File: config.mk
export PLATFORM = sky130hd
export DESIGN_NAME = dispatch_decode
export DESIGN_NICKNAME = d
export VERILOG_FILES = /design/src/verilog/ooo_pkg.sv /design/src/verilog/dispatch_decode.sv
export SDC_FILE = /design/constraint.sdc
export NUM_CORES = 2
export LEC_CHECK = 0
export BUFFER_PORTS_ARGS = -buffer_cell sky130_fd_sc_hd__buf_2
export CAP_MARGIN = 15
export CORE_UTILIZATION = 30
export CTS_CLUSTER_DIAMETER = 120
export CTS_CLUSTER_SIZE = 12
export DETAILED_ROUTE_END_ITERATION = 6
export HOLD_SLACK_MARGIN = 0.06
export PLACE_DENSITY_LB_ADDON = 0.15
export SKIP_CTS_REPAIR_TIMING = 1
export SYNTH_ARGS = -nofsm -noshare
export SYNTH_HDL_FRONTEND = slang
export SYNTH_SLANG_ARGS = --single-unit
File: constraint.sdc
create_clock -name clock -period 16.5 [get_ports clock]
set_input_delay 4.125 -clock clock [delete_from_list [all_inputs] [get_ports clock]]
set_output_delay 4.125 -clock clock [all_outputs]
set_load 0.005 [all_outputs]
File: src/verilog/ooo_pkg.sv
`default_nettype none

package ooo_pkg;

    localparam int XLEN           = 32;
    localparam int TAG_WIDTH      = 5;     // tag 0 means value present
    localparam int REG_ADDR_WIDTH = 5;
    localparam int NUM_REGS       = 1 << REG_ADDR_WIDTH;

    // instruction word field positions
    localparam int OPC_HI  = 31;
    localparam int OPC_LO  = 28;
    localparam int IMM_SEL = 27;
    localparam int RD_HI   = 26;
    localparam int RD_LO   = 22;
    localparam int RS1_HI  = 21;
    localparam int RS1_LO  = 17;
    localparam int RS2_HI  = 16;
    localparam int RS2_LO  = 12;
    localparam int IMM_HI  = 11;           // signed immediate
    localparam int IMM_LO  = 0;

    typedef logic [TAG_WIDTH-1:0] tag_t;

    typedef enum logic [3:0] {
        op_add = 4'd0,
        op_sub = 4'd1,
        op_and = 4'd2,
        op_or  = 4'd3,
        op_xor = 4'd4,
        op_mul = 4'd5
    } opcode_t;

    typedef enum logic {
        fu_alu  = 1'b0,
        fu_mult = 1'b1
    } fu_kind_t;

    typedef struct packed {
        logic            valid;
        opcode_t         op;
        fu_kind_t        fu;
        logic            op1_ready;
        logic            op2_ready;
        logic [XLEN-1:0] op1;          // value, or tag in the low bits
        logic [XLEN-1:0] op2;
        tag_t            dest_tag;
    } rs_entry_t;

    typedef struct packed {
        logic            valid;
        opcode_t         op;
        logic [XLEN-1:0] op1;
        logic [XLEN-1:0] op2;
        tag_t            dest_tag;
    } issue_pkt_t;

    typedef struct packed {
        logic            valid;
        tag_t            tag;
        logic [XLEN-1:0] value;
    } cdb_t;

endpackage

`default_nettype wire

File: src/verilog/dispatch_decode.sv
`timescale 1ns/1ns
`default_nettype none

module dispatch_decode (
    input  wire logic                               clock,
    input  wire logic                               reset,
    input  wire logic                               in_valid,
    input  wire logic [31:0]                        in_word,
    input  wire logic                               almost_full,
    input  wire ooo_pkg::cdb_t                      cdb,
    input  wire logic [ooo_pkg::REG_ADDR_WIDTH-1:0] rf_raddr,
    output logic                                    in_ready,
    output ooo_pkg::rs_entry_t                      dispatch_entry,
    output logic [ooo_pkg::XLEN-1:0]                rf_rdata
);
    import ooo_pkg::*;

    logic [XLEN-1:0]           rf [NUM_REGS];
    tag_t                      reg_tag [NUM_REGS];
    tag_t                      tag_ctr;
    opcode_t                   op;
    logic                      use_imm;
    logic [REG_ADDR_WIDTH-1:0] rd;
    logic [REG_ADDR_WIDTH-1:0] rs1;
    logic [REG_ADDR_WIDTH-1:0] rs2;
    logic [XLEN-1:0]           imm_ext;
    logic [XLEN:0]             src1;      // {ready, value or tag}
    logic [XLEN:0]             src2;
    logic                      fire;
    logic                      cdb_hit;
    rs_entry_t                 next_entry;

    function automatic logic [XLEN:0] read_src(input logic [REG_ADDR_WIDTH-1:0] r);
        if (r == '0) begin
            return {1'b1, {XLEN{1'b0}}};
        end
        if (reg_tag[r] == '0) begin
            return {1'b1, rf[r]};
        end
        if (cdb_hit && cdb.tag == reg_tag[r]) begin
            return {1'b1, cdb.value};                // bypass
        end
        return {1'b0, {(XLEN-TAG_WIDTH){1'b0}}, reg_tag[r]};
    endfunction

    assign in_ready = ~almost_full;
    assign fire     = in_valid & in_ready;
    assign cdb_hit  = cdb.valid && cdb.tag != '0;

    assign op      = opcode_t'(in_word[OPC_HI:OPC_LO]);
    assign use_imm = in_word[IMM_SEL];
    assign rd      = in_word[RD_HI:RD_LO];
    assign rs1     = in_word[RS1_HI:RS1_LO];
    assign rs2     = in_word[RS2_HI:RS2_LO];
    assign imm_ext = {{(XLEN-IMM_HI-1){in_word[IMM_HI]}}, in_word[IMM_HI:IMM_LO]};

    always_comb begin
        src1                 = read_src(rs1);
        src2                 = read_src(rs2);
        next_entry.valid     = fire;
        next_entry.op        = op;
        next_entry.fu        = (op == op_mul) ? fu_mult : fu_alu;
        next_entry.op1_ready = src1[XLEN];
        next_entry.op1       = src1[XLEN-1:0];
        next_entry.op2_ready = use_imm | src2[XLEN];
        next_entry.op2       = use_imm ? imm_ext : src2[XLEN-1:0];
        next_entry.dest_tag  = (rd == '0) ? '0 : tag_ctr;   // r0 never renamed
    end

    always_ff @(posedge clock) begin
        if (reset) begin
            tag_ctr        <= tag_t'(1);
            dispatch_entry <= '0;
            for (int i = 0; i < NUM_REGS; i++) begin
                reg_tag[i] <= '0;
            end
        end else begin
            dispatch_entry <= next_entry;
            for (int i = 1; i < NUM_REGS; i++) begin
                if (cdb_hit && reg_tag[i] == cdb.tag) begin
                    reg_tag[i] <= '0;
                end
            end
            if (fire && rd != '0) begin
                reg_tag[rd] <= tag_ctr;                  // rename beats release
                tag_ctr     <= (tag_ctr == '1) ? tag_t'(1) : tag_ctr + 1'b1;
            end
        end
    end

    // only the newest producer of a register may write it
    always_ff @(posedge clock) begin
        for (int i = 1; i < NUM_REGS; i++) begin
            if (cdb_hit && reg_tag[i] == cdb.tag) begin
                rf[i] <= cdb.value;
            end
        end
    end

    assign rf_rdata = (rf_raddr == '0) ? '0 : rf[rf_raddr];

    a_known_opcode: assert property (@(posedge clock) disable iff (reset)
        fire |-> ##1 (dispatch_entry.valid &&
                      dispatch_entry.op inside {op_add, op_sub, op_and, op_or, op_xor, op_mul}));

endmodule

`default_nettype wire

==> metrics.txt <==
status finished, final reports clean; Max Freq 83.7 MHz; pre-CTS WS 4.61 ns; CP Data Required Time 12.38 ns; CP max FO 47; fraction of layout cells with a size suffix above 1 0.291; reg2reg end dispatch_entry[34]$_SDFF_PP0_; pwr dens 93.1 nW/um2; Tcrit/Tclk final 0.724; Tightest Hold Check Type flop to flop; DR DRC count 0; max-slew violations 0; CTS Root Buffer Type clkbuf_16; number of flops mapped to enable cells by yosys 1152; # IOs 189; Synth cell types 69; Die W 476 um; placeable core region 223000 um2; global placement routability congestion 0.836; Initial DRC Count 4973; worst path bufs/invs 4; leakage 24.5 nW; number of fill cells in the layout 21400; Layout area overhead 11.5%; most frequent cell after synthesis edfxtp_1; vias in the first global route 43800; Yosys top cell area share 0.513; Final Skew 0.0615 ns; Clk pin slew, worst setup/hold paths 0.06 ns; DIE AREA 227000 um2; worst slew pin tran 1.16 ns; pin count of the biggest net entering global routing 105; CP arrival 7.82 ns; post-DP HPWL 155000 um; Total GRT Usage 0.234; # rows 173; clk buf depth 3; hold path start tag_ctr[1]$_SDFFE_PP0P_; ys async rst share 0; max-cap viol count 0; Hold Path Depth 2; Synth Register Bits 1234; remaining global-route overflow 0; Commonest cells post-synth 1152 x edfxtp_1, 737 x mux4_2, 394 x mux2i_1, 246 x a21oi_1, 241 x clkbuf_1; Crit path top cell by count buf_4; first-pass GRT wire length 372000 um; CP Cell Sequence buf_4 > buf_4 > or2_4 > buf_4 > o221ai_1 > a21oi_1 > nor3_1 > a21oi_1 > nor2_1 > buf_2; ANT nets after route 0; CTS sink count 1234; FF-to-FF setup slack 12.17 ns; cell taking the most area after synthesis edfxtp_1; final hold vios 0; VDD IR-drop max 0.0851 mV; Critical Path Start Type input pin; CTS tree done; Post-Route WL 271000 um; clk_lat worst skew 0.82 ns; initial antenna violation count 24; Clock H-tree levels 3; nets@finish 4343; Ys Warns 0; Final TNS setup 0 ns; Worst R2R Start reg_tag[19][2]$_SDFFCE_PN0P_; final core area utilization 0.338; vias after detailed routing 43900; family with the most delay on the worst path buffers and inverters; Critical Setup Path Class input pin to output port; # port buffers 188; Num CTS Buffers 112; Final setup violation count 0; Area contributors post-synth edfxtp_1 51%, mux4_2 25%, mux2i_1 5.8%; Mapped Cells 4208; Via-to-Cell Ratio 5.99; worst hold endpoint dispatch_entry[1]$_SDFF_PP0_; Synth Area per Inst 16.0 um2; post-synthesis cell area 67500 um2; slew margin rel. 0.226; predominant post-synthesis flop cell edfxtp_1; register area share after synthesis 0.537; routed length per instance 37.0 um; FF-to-FF path depth 9; CP max stage delay 0.70 ns; DRT Pass-1 Iters 6; Die Height 476 um; Initial Utilization 0.303; crit path time final 11.95 ns; nature of the critical path endpoint output port; slack of the critical path 4.55 ns; RSZ-0062 raised after global routing false; CP max-delay cell buf_4
## worst min-delay path: cells and delay by family, from the launching register on
kind / cells / cell delay (ns)
buffers and inverters: 1 / 0.27
AND/OR/NAND/NOR: 1 / 0.22
flip-flops: 1 / 0.30
## final cells by class
cell class	count	area, um2	area share
Antenna cell	6	15.0	0.000199
Clock buffer	196	3130	0.0416
Clock inverter	7	124	0.00165
Inverter	9	45.0	0.000598
Multi-Input combinational cell	2593	30000	0.398
Sequential cell	1234	36200	0.481
Tap cell	2975	3720	0.0495
Timing Repair Buffer	312	2020	0.0268
## routing by layer
| metal | global-route usage | vias up | part of all wire |
|---|---|---|---|
| li1 | - | 17600 | - |
| met5 | 0 | - | 0.000096 |
| met1 | 0.325 | 23900 | 0.43 |
| met4 | 0.0705 | 4 | 0.032 |
| met2 | 0.376 | 2022 | 0.47 |
| met3 | 0.0387 | 373 | 0.069 |
## worst max path at each step
stage | start | slack [ns] | cells after the start | endpoint
finish | rf_raddr[2] | 4.55 | 10 | rf_rdata[29]
global route | rf_raddr[2] | 4.36 | 10 | rf_rdata[29]
CTS | rf_raddr[2] | 4.61 | 10 | rf_rdata[29]
detailed placement | rf_raddr[2] | 4.61 | 10 | rf_rdata[29]
global placement | rf_raddr[2] | 4.63 | 10 | rf_rdata[29]
floorplan | rf_raddr[0] | 6.21 | 9 | rf_rdata[0]
## power by group
group,internal [mW],switching (mW)
Sequential,3.48,0.0428
Combinational,0.372,0.581
Clock,1.28,1.26
## through the flow
stage               instance area [um2]  power, mW  instances  hold slack (ns)
global route                      75300       7.23       7330            0.880
floorplan                         67500       4.15       4212            0.504
finish                            75300       7.01       7332            0.837
CTS                               75300       7.08       7326            0.867
detailed placement                72000       4.54       7123            0.842
global placement                  72000       4.54       7123            0.859
## logic make-up (layout without fill, tap and decap cells)
group           Yosys count  count (layout)  share of synthesized area
mux                    1167            1167                      0.311
flops                  1234            1234                      0.537
xor+xnor                165             165                     0.0214
compound gates          633             633                     0.0594
fa+ha+maj                 2               2                   0.000371
buf+inv                 385             524                     0.0231
simple gates            621             621                     0.0481
other cells               1              11                  0.0000556
## flip-flops by register name (all words and copies together) (netlist names)
register,flops
rf,992
reg_tag,160
tag_ctr,5
dispatch_entry,77
## cells in the final DEF (no fill, tap or decap), types with 6 or more instances in the layout
cell and count:
and3_1 10, dfxtp_1 79, a22o_1 34, xor2_1 62, buf_4 122, clkbuf_1 83, nor4_2 32, nor2_1 200
a2bb2oi_1 29, nand2_1 30, a211oi_1 8, nor4_1 7, o221ai_1 77, xnor2_1 103, mux4_2 737, nor3_1 41
or3_1 34, buf_2 176, o21ai_0 100, nand3_1 52, clkbuf_16 112, nand3b_1 6, a21oi_1 246, o22ai_1 74
nor2b_1 10, mux2_2 35, mux2i_1 394, a22oi_1 27, diode_2 6, buf_8 7, edfxtp_1 1152, and2_1 166
Power figures use the tool's default switching activity.
