<file path="config.mk">
export PLATFORM = sky130hd
export DESIGN_NAME = exec_units_flat
export DESIGN_NICKNAME = d
export VERILOG_FILES = /design/src/verilog/ooo_pkg.sv /design/src/verilog/issue_if.sv /design/src/verilog/exec_units.sv /design/src/flat_wrapper.sv
export SDC_FILE = /design/constraint.sdc
export NUM_CORES = 2
export LEC_CHECK = 0
export BUFFER_PORTS_ARGS = -buffer_cell sky130_fd_sc_hd__buf_2
export CELL_PAD_IN_SITES_DETAIL_PLACEMENT = 0
export CELL_PAD_IN_SITES_GLOBAL_PLACEMENT = 1
export CORE_AREA = 2 2 307 309
export DETAILED_ROUTE_END_ITERATION = 12
export DIE_AREA = 0 0 309 311
export PLACE_DENSITY = 0.64
export SYNTH_ARGS = -nofsm -noshare
export SYNTH_HDL_FRONTEND = slang
export SYNTH_SLANG_ARGS = --single-unit
</file>
<file path="constraint.sdc">
create_clock -name clock -period 12.95 [get_ports clock]
set_input_delay 1.295 -clock clock [delete_from_list [all_inputs] [get_ports clock]]
set_output_delay 1.295 -clock clock [all_outputs]
set_load 0.05 [all_outputs]
</file>
<file path="src/verilog/ooo_pkg.sv">
`default_nettype none

package ooo_pkg;

    localparam int XLEN           = 32;
    localparam int TAG_WIDTH      = 5;     // tag 0 means value present
    localparam int REG_ADDR_WIDTH = 5;
    localparam int NUM_REGS       = 1 << REG_ADDR_WIDTH;

    // instruction word field positions
    localparam int OPC_HI  = 31;
    localparam int OPC_LO  = 28;
    localparam int IMM_SEL = 27;
    localparam int RD_HI   = 26;
    localparam int RD_LO   = 22;
    localparam int RS1_HI  = 21;
    localparam int RS1_LO  = 17;
    localparam int RS2_HI  = 16;
    localparam int RS2_LO  = 12;
    localparam int IMM_HI  = 11;           // signed immediate
    localparam int IMM_LO  = 0;

    typedef logic [TAG_WIDTH-1:0] tag_t;

    typedef enum logic [3:0] {
        op_add = 4'd0,
        op_sub = 4'd1,
        op_and = 4'd2,
        op_or  = 4'd3,
        op_xor = 4'd4,
        op_mul = 4'd5
    } opcode_t;

    typedef enum logic {
        fu_alu  = 1'b0,
        fu_mult = 1'b1
    } fu_kind_t;

    typedef struct packed {
        logic            valid;
        opcode_t         op;
        fu_kind_t        fu;
        logic            op1_ready;
        logic            op2_ready;
        logic [XLEN-1:0] op1;          // value, or tag in the low bits
        logic [XLEN-1:0] op2;
        tag_t            dest_tag;
    } rs_entry_t;

    typedef struct packed {
        logic            valid;
        opcode_t         op;
        logic [XLEN-1:0] op1;
        logic [XLEN-1:0] op2;
        tag_t            dest_tag;
    } issue_pkt_t;

    typedef struct packed {
        logic            valid;
        tag_t            tag;
        logic [XLEN-1:0] value;
    } cdb_t;

endpackage

`default_nettype wire

</file>
<file path="src/verilog/issue_if.sv">
`timescale 1ns/1ns
`default_nettype none

interface issue_if;
    import ooo_pkg::*;

    issue_pkt_t alu_pkt;
    issue_pkt_t mult_pkt;
    logic       alu_avail;
    logic       mult_avail;

    modport rs (
        output alu_pkt,
        output mult_pkt,
        input  alu_avail,
        input  mult_avail
    );

    modport exec (
        input  alu_pkt,
        input  mult_pkt,
        output alu_avail,
        output mult_avail
    );

endinterface

`default_nettype wire

</file>
<file path="src/verilog/exec_units.sv">
`timescale 1ns/1ns
`default_nettype none

module exec_units (
    input  wire logic     clock,
    input  wire logic     reset,
    input  wire logic     alu_stall,
    issue_if.exec         iss,
    output ooo_pkg::cdb_t alu_done,
    output ooo_pkg::cdb_t mult_done,
    output logic          busy
);
    import ooo_pkg::*;

    localparam int HALF = XLEN / 2;

    logic [XLEN-1:0] alu_result;
    logic            s1_valid;
    tag_t            s1_tag;
    logic [XLEN-1:0] s1_a;
    logic [XLEN-1:0] s1_b;
    logic            s2_valid;
    tag_t            s2_tag;
    logic [XLEN-1:0] s2_lo;       // a * b[15:0]
    logic [HALF-1:0] s2_hi;       // a[15:0] * b[31:16], low half only

    always_comb begin
        case (iss.alu_pkt.op)
            op_add:  alu_result = iss.alu_pkt.op1 + iss.alu_pkt.op2;
            op_sub:  alu_result = iss.alu_pkt.op1 - iss.alu_pkt.op2;
            op_and:  alu_result = iss.alu_pkt.op1 & iss.alu_pkt.op2;
            op_or:   alu_result = iss.alu_pkt.op1 | iss.alu_pkt.op2;
            op_xor:  alu_result = iss.alu_pkt.op1 ^ iss.alu_pkt.op2;
            default: alu_result = '0;
        endcase
    end

    // a conflict this cycle fills the result hold next cycle
    assign iss.alu_avail  = !(alu_stall || (alu_done.valid && mult_done.valid));
    assign iss.mult_avail = 1'b1;     // fixed latency, never blocked

    always_ff @(posedge clock) begin
        if (reset) begin
            alu_done <= '0;
        end else if (!alu_stall) begin
            alu_done.valid <= iss.alu_pkt.valid && iss.alu_pkt.dest_tag != '0;
            alu_done.tag   <= iss.alu_pkt.dest_tag;
            alu_done.value <= alu_result;
        end
    end

    always_ff @(posedge clock) begin
        if (reset) begin
            s1_valid  <= 1'b0;
            s2_valid  <= 1'b0;
            mult_done <= '0;
        end else begin
            s1_valid        <= iss.mult_pkt.valid && iss.mult_pkt.dest_tag != '0;
            s2_valid        <= s1_valid;
            mult_done.valid <= s2_valid;
            mult_done.tag   <= s2_tag;
            mult_done.value <= s2_lo + {s2_hi, {HALF{1'b0}}};
        end
    end

    always_ff @(posedge clock) begin
        s1_tag <= iss.mult_pkt.dest_tag;
        s1_a   <= iss.mult_pkt.op1;
        s1_b   <= iss.mult_pkt.op2;
        s2_tag <= s1_tag;
        s2_lo  <= s1_a * {{HALF{1'b0}}, s1_b[HALF-1:0]};
        s2_hi  <= s1_a[HALF-1:0] * s1_b[XLEN-1:HALF];
    end

    assign busy = iss.alu_pkt.valid | iss.mult_pkt.valid | alu_done.valid |
                  s1_valid | s2_valid | mult_done.valid;

    // issue was granted a cycle earlier, so the result register must be free now
    a_alu_not_held: assert property (@(posedge clock) disable iff (reset)
        iss.alu_pkt.valid |-> ($past(iss.alu_avail) && !alu_stall));

endmodule

`default_nettype wire

</file>
<file path="src/flat_wrapper.sv">
// flat-port wrapper written by rule: the top's interface ports become plain ports
module exec_units_flat import ooo_pkg::*;
  (clock, reset, alu_stall, alu_done, mult_done, busy, iss_alu_pkt, iss_mult_pkt, iss_alu_avail, iss_mult_avail);
  issue_if iss_i ();
  input  wire logic clock;
  input  wire logic reset;
  input  wire logic alu_stall;
  output ooo_pkg::cdb_t alu_done;
  output ooo_pkg::cdb_t mult_done;
  output logic busy;
  input wire logic [$bits(iss_i.alu_pkt)-1:0] iss_alu_pkt;
  input wire logic [$bits(iss_i.mult_pkt)-1:0] iss_mult_pkt;
  output wire logic [$bits(iss_i.alu_avail)-1:0] iss_alu_avail;
  output wire logic [$bits(iss_i.mult_avail)-1:0] iss_mult_avail;
  assign iss_i.alu_pkt = iss_alu_pkt;
  assign iss_i.mult_pkt = iss_mult_pkt;
  assign iss_alu_avail = iss_i.alu_avail;
  assign iss_mult_avail = iss_i.mult_avail;
  exec_units u_core (.clock(clock), .reset(reset), .alu_stall(alu_stall), .iss(iss_i), .alu_done(alu_done), .mult_done(mult_done), .busy(busy));
endmodule
</file>
==> flow_summary.ini <==
[run_status]
status = complete, no violations

[critical_path]
crit_chain = nand2_1 > fa_1 > inv_1 > fa_1 > fa_1 > fa_1 > fa_1 > inv_1 > fa_1 > inv_1 > ha_1 > and4_1 > and4_1 > nand2_1 > nor4_1 > o31ai_1 > a21oi_1 > nor4_1 > a311o_1
cp.arrival_ns = 7.19
end_kind = flip-flop
critPathBufInv = 3
critPathLaunch = u_core.s1_a[14]
crit_path_start_kind = flip-flop
crit_family = adder cells
crit_type = flip-flop to flip-flop
cpMostUsedCell = fa_1
rrSetupSlack_ns = 6.16
critPathMaxFanout = 18
r2r-start = u_core.s1_a[14]
slowest_delay_ns = 1.00
required_ns = 13.35
cpMaxStageDelayCell = dfxtp_1

[worst_hold_path]
min_path_type = flip-flop to flip-flop
hp-start = u_core.s1_tag[3]

[timing]
tightest_slew_ns = 1.06
hold_violations = 0
slew_violations = 0
hold_slack_ns = 0.332
max_freq_ghz = 0.147
final.setup_skew_ns = 0.0241
fin_crit_ns = 6.79
min_period_over_period_pct = 52.5
rsz0062_at_grt = no
relSlewSlack_pct = 29.0
fin_tns_setup_ns = 0
setup_violations = 0

[logic_synthesis]
syn_inst = 2838
synth_edf_count = 0
synth_ff_type = dfxtp_1
ys_types = 69
yosys_warnings = 0
synth-async-reset-ratio_pct = 0
synth-seq-cells = 200
syn_nets = 3600
syn_area_um2 = 24900
avgSynthCellArea_um2 = 8.78
yosysSeqAreaShare_pct = 16.1

[drt]
wirelength_um = 74300
wire_per_inst_um = 17.4
drtPass1Iterations = 5
drt_iter0_drc = 998
vias = 18900
vias_per_cell = 4.43
drc_errors = 0
ant_nets = 0

[cts]
hold_buffers = 0
cts_made_buffers = 17
clock_latency_ns = 0.52
cts_resized = 0
postCtsSetupRepairBufs = 0
cts-root-buf = clkbuf_16
clk_path_buf_depth = 2
cts_sinks = 200
cts_tree = built
clk_pin_slew_ns = 0.09
htree_levels = 4

[place]
hpwl_um = 56600
globalplace.congestion = 0.836
port_buffers = 224

[global_route]
antenna_found_initial = 1
grt_pass1_vias = 20000
grtUsageTotal_pct = 15.8
grt_max_degree = 38
overflow = 0
grt_pass1_wl_um = 116000

[floorplanning]
start_util_pct = 26.9
coreArea_um2 = 92800
chipWidth_um = 309
die_h_um = 311
die_area_um2 = 96100
rows = 112
io-pin-count = 230

[power]
p_per_area_nw_per_um2 = 291
p_leak_nw = 13.6
ir_drop_uv = 352

[cells_and_area]
register_area_um2 = 4000
syn_to_final_growth_pct = 12.7
antenna_cells = 0
multi_input_comb_area_um2 = 18400
drive_above_1_share_pct = 10.5
fillers = 9970
fin_nets = 3761

[run]
drv_cap = 0
==> cell usage after synthesis, types with 9 or more instances <==
cell type	instances	area [um^2]
a211oi_1	11	82.6
a21o_1	33	248
a21oi_1	81	405
a221oi_1	14	123
a22oi_1	31	233
a31oi_1	11	68.8
and2_1	210	1310
clkbuf_1	114	428
dfxtp_1	200	4000
fa_1	386	7730
ha_1	225	2820
inv_1	536	2010
mux2i_1	9	90.1
nand2_1	388	1460
nand2b_1	9	56.3
nand3_1	26	130
nor2_1	94	353
nor2b_1	38	238
nor3_1	34	170
o21a_1	13	97.6
o21ai_0	82	410
o21bai_1	9	67.6
or3_1	11	68.8
xnor2_1	115	1010
xor2_1	36	315
==> path summary, 6_finish.rpt <==
check,end,cells past startpoint
worst min register to register,u_core.s2_tag[3],0
worst min-delay path,u_core.s2_tag[3],0
worst max register to register,u_core.s2_lo[30],19
worst max-delay path,u_core.s2_lo[30],19
==> metal layers <==
layer / vias up / track usage [%] / routed length (um)
met3: 58 / 2.39 / 2940
li1: 9118 / - / -
met5: - / 0 / 13
met2: 419 / 27.6 / 36400
met1: 9313 / 20.3 / 33700
met4: 2 / 3.96 / 1180
==> cell type report <==
| cell class | count | area share [%] |
|---|---|---|
| clock inverters | 14 | 0.682 |
| well taps | 1254 | 5.59 |
| flip-flops and latches | 200 | 14.3 |
| inverters | 536 | 7.17 |
| clock buffers | 18 | 1.56 |
| multi-input cells | 1982 | 65.7 |
| repair buffers | 262 | 5.01 |
==> registers in the layout, summed over array words and instances, names as in the netlist <==
signal / cells
u_core.alu_done: 38
u_core.s2_tag: 5
u_core.mult_done: 38
u_core.s1_tag: 5
u_core.s2_valid: 1
u_core.s1_b: 32
u_core.s2_hi: 16
u_core.s1_a: 32
u_core.s2_lo: 32
u_core.s1_valid: 1
==> kinds of logic (layout without fill, tap and decap cells) <==
group	Yosys count	in the layout	synth area share [%]
buf+inv	656	830	9.90
compound gates	351	351	9.34
mux	10	10	0.407
flops	200	200	16.1
fa+ha+maj	611	611	42.3
other cells	1	1	0.0151
xor+xnor	151	151	5.31
simple gates	858	858	16.6
==> through the flow <==
stage / power (mW) / util [%] / area, um^2 / setup slack (ns) / cells
2_1_floorplan: 5.73 / - / 24900 / 7.03 / 2838
3_3_place_gp: 7.62 / 29.6 / 27400 / 6.15 / 4234
3_5_place_dp: 7.63 / 29.6 / 27400 / 6.15 / 4234
4_1_cts: 8.30 / 30.3 / 28100 / 6.14 / 4266
5_1_grt: 9.15 / 30.3 / 28100 / 5.84 / 4266
6_report: 8.17 / 30.3 / 28100 / 6.16 / 4266
==> placed cells by master, fill, tap and decap left out, types with 8 or more instances in the layout <==
cell type and instances:
nor2_1 93, o21ai_0 82, clkbuf_16 17, nand3_1 26, or3_1 11, o21bai_1 9
nor2b_1 38, dfxtp_1 200, fa_1 386, a211oi_1 11, buf_2 224, a31oi_1 11
nor3_1 33, inv_1 536, a221oi_1 14, and2_1 210, a21o_1 33, nand2_1 388
o21a_1 13, xor2_1 36, nand2b_1 9, a21oi_1 81, buf_4 38, xnor2_1 115
o31ai_1 8, nor4_1 8, a22oi_1 31, mux2i_1 9, o211ai_1 8, ha_1 225
==> power by group <==
| part | switching, mW | internal [mW] | total [mW] |
|---|---|---|---|
| combinational | 4.01 | 2.68 | 6.68 |
| clock | 0.314 | 0.287 | 0.601 |
| sequential | 0.0607 | 0.829 | 0.890 |
| total | 4.38 | 3.79 | 8.17 |
Power figures use the tool's default switching activity.
