===== src/verilog/ooo_pkg.sv =====
`default_nettype none

package ooo_pkg;

    localparam int XLEN           = 32;
    localparam int TAG_WIDTH      = 5;     // tag 0 means value present
    localparam int REG_ADDR_WIDTH = 5;
    localparam int NUM_REGS       = 1 << REG_ADDR_WIDTH;

    // instruction word field positions
    localparam int OPC_HI  = 31;
    localparam int OPC_LO  = 28;
    localparam int IMM_SEL = 27;
    localparam int RD_HI   = 26;
    localparam int RD_LO   = 22;
    localparam int RS1_HI  = 21;
    localparam int RS1_LO  = 17;
    localparam int RS2_HI  = 16;
    localparam int RS2_LO  = 12;
    localparam int IMM_HI  = 11;           // signed immediate
    localparam int IMM_LO  = 0;

    typedef logic [TAG_WIDTH-1:0] tag_t;

    typedef enum logic [3:0] {
        op_add = 4'd0,
        op_sub = 4'd1,
        op_and = 4'd2,
        op_or  = 4'd3,
        op_xor = 4'd4,
        op_mul = 4'd5
    } opcode_t;

    typedef enum logic {
        fu_alu  = 1'b0,
        fu_mult = 1'b1
    } fu_kind_t;

    typedef struct packed {
        logic            valid;
        opcode_t         op;
        fu_kind_t        fu;
        logic            op1_ready;
        logic            op2_ready;
        logic [XLEN-1:0] op1;          // value, or tag in the low bits
        logic [XLEN-1:0] op2;
        tag_t            dest_tag;
    } rs_entry_t;

    typedef struct packed {
        logic            valid;
        opcode_t         op;
        logic [XLEN-1:0] op1;
        logic [XLEN-1:0] op2;
        tag_t            dest_tag;
    } issue_pkt_t;

    typedef struct packed {
        logic            valid;
        tag_t            tag;
        logic [XLEN-1:0] value;
    } cdb_t;

endpackage

`default_nettype wire


===== src/verilog/issue_if.sv =====
`timescale 1ns/1ns
`default_nettype none

interface issue_if;
    import ooo_pkg::*;

    issue_pkt_t alu_pkt;
    issue_pkt_t mult_pkt;
    logic       alu_avail;
    logic       mult_avail;

    modport rs (
        output alu_pkt,
        output mult_pkt,
        input  alu_avail,
        input  mult_avail
    );

    modport exec (
        input  alu_pkt,
        input  mult_pkt,
        output alu_avail,
        output mult_avail
    );

endinterface

`default_nettype wire


===== src/verilog/reservation_station.sv =====
`timescale 1ns/1ns
`default_nettype none

module reservation_station #(
    parameter int RS_SIZE     = 8,
    parameter int ALERT_DEPTH = 1
) (
    input  wire logic               clock,
    input  wire logic               reset,
    input  wire ooo_pkg::rs_entry_t dispatch_entry,
    input  wire ooo_pkg::cdb_t      cdb,
    issue_if.rs                     iss,
    output logic                    almost_full,
    output logic                    empty
);
    import ooo_pkg::*;

    localparam int CNT_W = $clog2(RS_SIZE + 1);
    localparam int IDX_W = $clog2(RS_SIZE);

    rs_entry_t          entries      [RS_SIZE];
    rs_entry_t          next_entries [RS_SIZE];
    logic [CNT_W-1:0]   count;
    logic [CNT_W-1:0]   next_count;
    logic [CNT_W:0]     occupancy;
    logic [RS_SIZE-1:0] ready;
    logic               inserted;
    logic               alu_fire;
    logic               mult_fire;
    logic [IDX_W-1:0]   alu_idx;
    logic [IDX_W-1:0]   mult_idx;
    issue_pkt_t         next_alu_pkt;
    issue_pkt_t         next_mult_pkt;

    function automatic issue_pkt_t to_pkt(input rs_entry_t e);
        issue_pkt_t p;
        p.valid    = e.valid;
        p.op       = e.op;
        p.op1      = e.op1;
        p.op2      = e.op2;
        p.dest_tag = e.dest_tag;
        return p;
    endfunction

    always_comb begin
        for (int i = 0; i < RS_SIZE; i++) begin
            ready[i] = entries[i].valid && entries[i].op1_ready && entries[i].op2_ready;
        end
    end

    // lowest index wins, walk down so the last hit sticks
    always_comb begin
        alu_fire  = 1'b0;
        mult_fire = 1'b0;
        alu_idx   = '0;
        mult_idx  = '0;
        for (int i = RS_SIZE - 1; i >= 0; i--) begin
            if (ready[i] && entries[i].fu == fu_alu) begin
                alu_fire = iss.alu_avail;
                alu_idx  = IDX_W'(i);
            end
        end
        for (int i = RS_SIZE - 1; i >= 0; i--) begin
            if (ready[i] && entries[i].fu == fu_mult) begin
                mult_fire = iss.mult_avail;
                mult_idx  = IDX_W'(i);
            end
        end
    end

    always_comb begin
        next_entries = entries;
        inserted     = 1'b0;
        for (int i = 0; i < RS_SIZE; i++) begin
            if (dispatch_entry.valid && !entries[i].valid && !inserted) begin
                next_entries[i] = dispatch_entry;       // lowest free slot
                inserted        = 1'b1;
            end
            if (cdb.valid && next_entries[i].valid) begin
                if (!next_entries[i].op1_ready &&
                    next_entries[i].op1[TAG_WIDTH-1:0] == cdb.tag) begin
                    next_entries[i].op1_ready = 1'b1;
                    next_entries[i].op1       = cdb.value;
                end
                if (!next_entries[i].op2_ready &&
                    next_entries[i].op2[TAG_WIDTH-1:0] == cdb.tag) begin
                    next_entries[i].op2_ready = 1'b1;
                    next_entries[i].op2       = cdb.value;
                end
            end
        end
        next_alu_pkt  = '0;
        next_mult_pkt = '0;
        if (alu_fire) begin
            next_alu_pkt                 = to_pkt(entries[alu_idx]);
            next_entries[alu_idx].valid  = 1'b0;
        end
        if (mult_fire) begin
            next_mult_pkt                = to_pkt(entries[mult_idx]);
            next_entries[mult_idx].valid = 1'b0;
        end
        next_count = count + CNT_W'(inserted) - CNT_W'(alu_fire) - CNT_W'(mult_fire);
    end

    // the entry still sitting in decode's register counts as taken
    assign occupancy   = {1'b0, count} + (CNT_W+1)'(dispatch_entry.valid);
    assign almost_full = occupancy > (CNT_W+1)'(RS_SIZE - ALERT_DEPTH);
    assign empty       = (count == '0) && !dispatch_entry.valid;

    always_ff @(posedge clock) begin
        if (reset) begin
            count        <= '0;
            iss.alu_pkt  <= '0;
            iss.mult_pkt <= '0;
            for (int i = 0; i < RS_SIZE; i++) begin
                entries[i] <= '0;
            end
        end else begin
            count        <= next_count;
            entries      <= next_entries;
            iss.alu_pkt  <= next_alu_pkt;
            iss.mult_pkt <= next_mult_pkt;
        end
    end

    a_alu_issue_ready: assert property (@(posedge clock) disable iff (reset)
        iss.alu_pkt.valid |-> $past(entries[alu_idx].op1_ready && entries[alu_idx].op2_ready));

    a_mult_issue_ready: assert property (@(posedge clock) disable iff (reset)
        iss.mult_pkt.valid |->
            $past(entries[mult_idx].op1_ready && entries[mult_idx].op2_ready));

    a_count_bound: assert property (@(posedge clock) disable iff (reset)
        count <= CNT_W'(RS_SIZE));

endmodule

`default_nettype wire


===== src/flat_wrapper.sv =====
// flat-port wrapper written by rule: the top's interface ports become plain ports
module reservation_station_flat import ooo_pkg::*;
#(
    parameter int RS_SIZE     = 8,
    parameter int ALERT_DEPTH = 1
)
  (clock, reset, dispatch_entry, cdb, almost_full, empty, iss_alu_pkt, iss_mult_pkt, iss_alu_avail, iss_mult_avail);
  issue_if iss_i ();
  input  wire logic clock;
  input  wire logic reset;
  input  wire ooo_pkg::rs_entry_t dispatch_entry;
  input  wire ooo_pkg::cdb_t cdb;
  output logic almost_full;
  output logic empty;
  output wire logic [$bits(iss_i.alu_pkt)-1:0] iss_alu_pkt;
  output wire logic [$bits(iss_i.mult_pkt)-1:0] iss_mult_pkt;
  input wire logic [$bits(iss_i.alu_avail)-1:0] iss_alu_avail;
  input wire logic [$bits(iss_i.mult_avail)-1:0] iss_mult_avail;
  assign iss_alu_pkt = iss_i.alu_pkt;
  assign iss_mult_pkt = iss_i.mult_pkt;
  assign iss_i.alu_avail = iss_alu_avail;
  assign iss_i.mult_avail = iss_mult_avail;
  reservation_station #(.RS_SIZE(RS_SIZE), .ALERT_DEPTH(ALERT_DEPTH)) u_core (.clock(clock), .reset(reset), .dispatch_entry(dispatch_entry), .cdb(cdb), .iss(iss_i), .almost_full(almost_full), .empty(empty));
endmodule

===== config.mk =====
export PLATFORM = sky130hd
export DESIGN_NAME = reservation_station_flat
export DESIGN_NICKNAME = d
export VERILOG_FILES = /design/src/verilog/ooo_pkg.sv /design/src/verilog/issue_if.sv /design/src/verilog/reservation_station.sv /design/src/flat_wrapper.sv
export SDC_FILE = /design/constraint.sdc
export NUM_CORES = 2
export LEC_CHECK = 0
export BUFFER_PORTS_ARGS = -buffer_cell sky130_fd_sc_hd__buf_2
export CAP_MARGIN = 20
export CORE_ASPECT_RATIO = 0.75
export CORE_UTILIZATION = 30
export DETAILED_ROUTE_END_ITERATION = 8
export PLACE_DENSITY = 0.51
export SLEW_MARGIN = 30
export SYNTH_ARGS = -nofsm -noshare
export SYNTH_HDL_FRONTEND = slang
export SYNTH_SLANG_ARGS = --single-unit

===== constraint.sdc =====
create_clock -name clock -period 6.9 [get_ports clock]
set_input_delay 0 -clock clock [delete_from_list [all_inputs] [get_ports clock]]
set_output_delay 0 -clock clock [all_outputs]
set_load 0.02 [all_outputs]

==> impl_metrics.env <==
export IMPL_dieArea_sq_mm=0.1441
export IMPL_rsz0062_at_grt="no"
export IMPL_final_setup_viol_count=0
export IMPL_fin_crit_ns=5.636
export IMPL_r2r_end="u_core.entries[92]"
export IMPL_wl_per_cell_um=26.57
export IMPL_grt_pass1_wl_mm=275.7
export IMPL_crit_path_max_incr_delay_ns=1.09
export IMPL_intPower_mw=7.812
export IMPL_fillers=14666
export IMPL_synth_common_cells="1,183 x nand2_1, 768 x dfxtp_1, 711 x mux2i_1, 399 x clkbuf_1, 306 x a21o_1"
export IMPL_die_h_um=329.0
export IMPL_report_final_slew_viol_count=0
export IMPL_root_buffer="clkbuf_16"
export IMPL_leakage_nw=21.41
export IMPL_synth_cell_type_count=80
export IMPL_powerDensity_mw_per_mm2=211.9
export IMPL_syn_area_per_cell_sq_um=8.185
export IMPL_critPathKind="register to register"
export IMPL_yosysMostFrequentCell="nand2_1"
export IMPL_yosys_top_cells_area="dfxtp_1 36%, mux2i_1 17%, nand2_1 10%"
export IMPL_swShare_pct=25.82
export IMPL_syn_area_sq_mm=0.04277
export IMPL_synth_seq_cells=768
export IMPL_violations="design-rule violations"
export IMPL_min_to="u_core.entries[244]"
export IMPL_synth_top_area_share_pct=35.95
export IMPL_tightest_slew_ns=1.113
export IMPL_fmax_ghz=0.1774
export IMPL_cts_max_level=3
export IMPL_fin_worst_skew_ns=0.04021
export IMPL_clk_latency_ns=0.73
export IMPL_die_w_um=438.0
export IMPL_reg2reg_from="u_core.entries[615]"
export IMPL_grt_overflow_total=0
export IMPL_ys_flop_type="dfxtp_1"
export IMPL_port_buffer_count=268
export IMPL_drive_above_1_share_pct=11.70
export IMPL_p_switching_mw=2.719
export IMPL_nets=5336
export IMPL_max_slew_margin_rel_pct=25.81
export IMPL_timing_hold_ws_ns=0.02410
export IMPL_ir_worst_vdd_v=0.0002072
export IMPL_netlist_instances=5225
export IMPL_clock_sinks=768
export IMPL_grt_use_total_pct=25.56
export IMPL_whs_path_depth=3
export IMPL_clk_pin_slew_ns=0.07
export IMPL_numCtsBuffers=90
export IMPL_dp_hpwl_mm=119.1
export IMPL_cts_tree="yes"
export IMPL_clock_path_buffers=3
export IMPL_cp_startpoint="u_core.entries[615]"
export IMPL_viasPerCell=5.799
export IMPL_status="finished with violations"
export IMPL_seqPwrFrac_pct=43.1
export IMPL_post_cts_resized=0
export IMPL_combPwrFrac_pct=6.5
export IMPL_finalCritPeriodShare_pct=81.68
export IMPL_synthToLayoutAreaGrowth_pct=16.18
export IMPL_first_global_vias=39179
export IMPL_antenna_left=0
export IMPL_power_frac_clock_pct=50.4
export IMPL_cap_violations=0
export IMPL_cp_arrival_ns=6.30
export IMPL_hold_viol_final=0
export IMPL_yosysTopAreaCell="dfxtp_1"
export IMPL_design_core_area_sq_mm=0.1409
export IMPL_async_flop_share_pct=0
export IMPL_routed_wl_mm=190.3
export IMPL_drc=22
export IMPL_path_max_fanout=35
export IMPL_gp_congestion=0.9373
export IMPL_setup_tns_ns=0
export IMPL_row_count=119
export IMPL_grt_max_degree=142
export IMPL_endpoint_kind="register"
export IMPL_crit_required_ns=7.56
export IMPL_synth_edf_count=0
export IMPL_rrSetupSlack_ns=1.26
export IMPL_holdCritPathClass="input pin to register"
export IMPL_first_pass_iters=8
export IMPL_rr_worst_depth=7
export IMPL_crit_slowest_cell="or4_2"
export IMPL_ios=269
export IMPL_syn_nets=5351
export IMPL_first_iter_violations=5068
export IMPL_hold_start="cdb[8]"
export IMPL_ff_latch_area_sq_mm=0.01537
export IMPL_vias=41533
export IMPL_yosys_warnings=0
export IMPL_start_kind="register"
export IMPL_initial_core_util_pct=30.36
export IMPL_multi_input_area_sq_mm=0.02518
export IMPL_ys_seq_area_share_pct=35.95
export IMPL_path_cells="and4_1 > nand3_4 > mux2i_1 > or4_2 > or3_2 > a311oi_1 > dlygate4sd3_1"
export IMPL_antenna_found_initial=10
==> final cells by class <==
class,instances,share of cell area [%]
Timing Repair Buffer,482,7.083
Multi-Input combinational cell,3848,50.68
Clock buffer,122,5.139
Tap cell,1875,4.721
Antenna cell,4,0.02014
Clock inverter,43,1.267
Inverter,20,0.1511
Sequential cell,768,30.94
==> power by group through the flow <==
stage          combinational (mW)  sequential, mW  clock [mW]
6_report                    0.685            4.54        5.31
5_1_grt                     0.716            4.54        5.56
4_1_cts                     0.665            4.54        5.40
3_5_place_dp                0.616            4.64           0
3_3_place_gp                0.610            4.63           0
2_1_floorplan               0.372            4.62           0
==> stage by stage <==
stage	cells	power, mW	setup slack [ns]	instance area [sq um]	util [%]
3_3_place_gp	6863	5.244	2.081	45020	31.96
4_1_cts	7152	10.60	1.445	49540	35.17
2_1_floorplan	5225	4.993	4.012	42770	-
3_5_place_dp	6866	5.252	1.944	45140	32.05
6_report	7162	10.53	1.264	49690	35.28
5_1_grt	7159	10.82	1.142	49680	35.27
==> worst max-delay path by stage <==
stage / cells past startpoint / endpoint / slack (ns)
2_1_floorplan: 15 / u_core.count[3] / 4.01
3_3_place_gp: 6 / u_core.entries[83] / 2.08
6_report: 7 / u_core.entries[92] / 1.26
4_1_cts: 7 / u_core.entries[100] / 1.45
3_5_place_dp: 6 / u_core.entries[99] / 1.94
5_1_grt: 7 / u_core.entries[112] / 1.14
==> worst max-delay path, delay by kind of cell, from the launching register on <==
kind	cells	cell delay, ns
flops	1	0.69
mux	1	0.26
simple gates	4	3.62
buf+inv	1	0.60
compound gates	1	0.37
==> routing by layer <==
metal  vias to the layer above  part of all wire, %  track usage [%]
met1                     20586                   45            36.07
met3                       340                  8.7            4.218
met4                         0                  3.5            9.585
met5                         -                    0                0
met2                      2110                   43            38.83
li1                      18497                    -                -
==> what timing repair did <==
item | in CTS | in global routing
hold buffers | 121 | 1
buffers inserted | 0 | 0
endpoints found under the hold margin | 605 | 7
setup endpoints to repair | 0 | 0
==> placed cells by master (no fill, tap or decap), drive strengths merged, types with 19 or more instances in the layout <==
master          n
buf           360
nor4           36
nor2          278
a21o          306
xnor2          61
dlygate4sd3   122
nand2        1183
dfxtp         768
clkinv         19
o22a           74
nor3           25
mux2i         711
or3           118
a32oi         147
a311oi         32
a21oi         132
a221oi        149
mux2           42
nand2b         45
inv            25
o21ai          88
a211o          72
clkbuf        122
nand4          29
nand3         171
==> kinds of logic after synthesis <==
group                      share of synthesized area (%)
xor gates and xnor gates                           1.413
adders and majority gates                         0.2399
buffers and inverters                              5.953
and+or+nand+nor                                    19.88
AOI/OAI and AO/OA                                  18.82
DFF                                                35.95
muxes                                              17.75
Power figures use the tool's default switching activity.
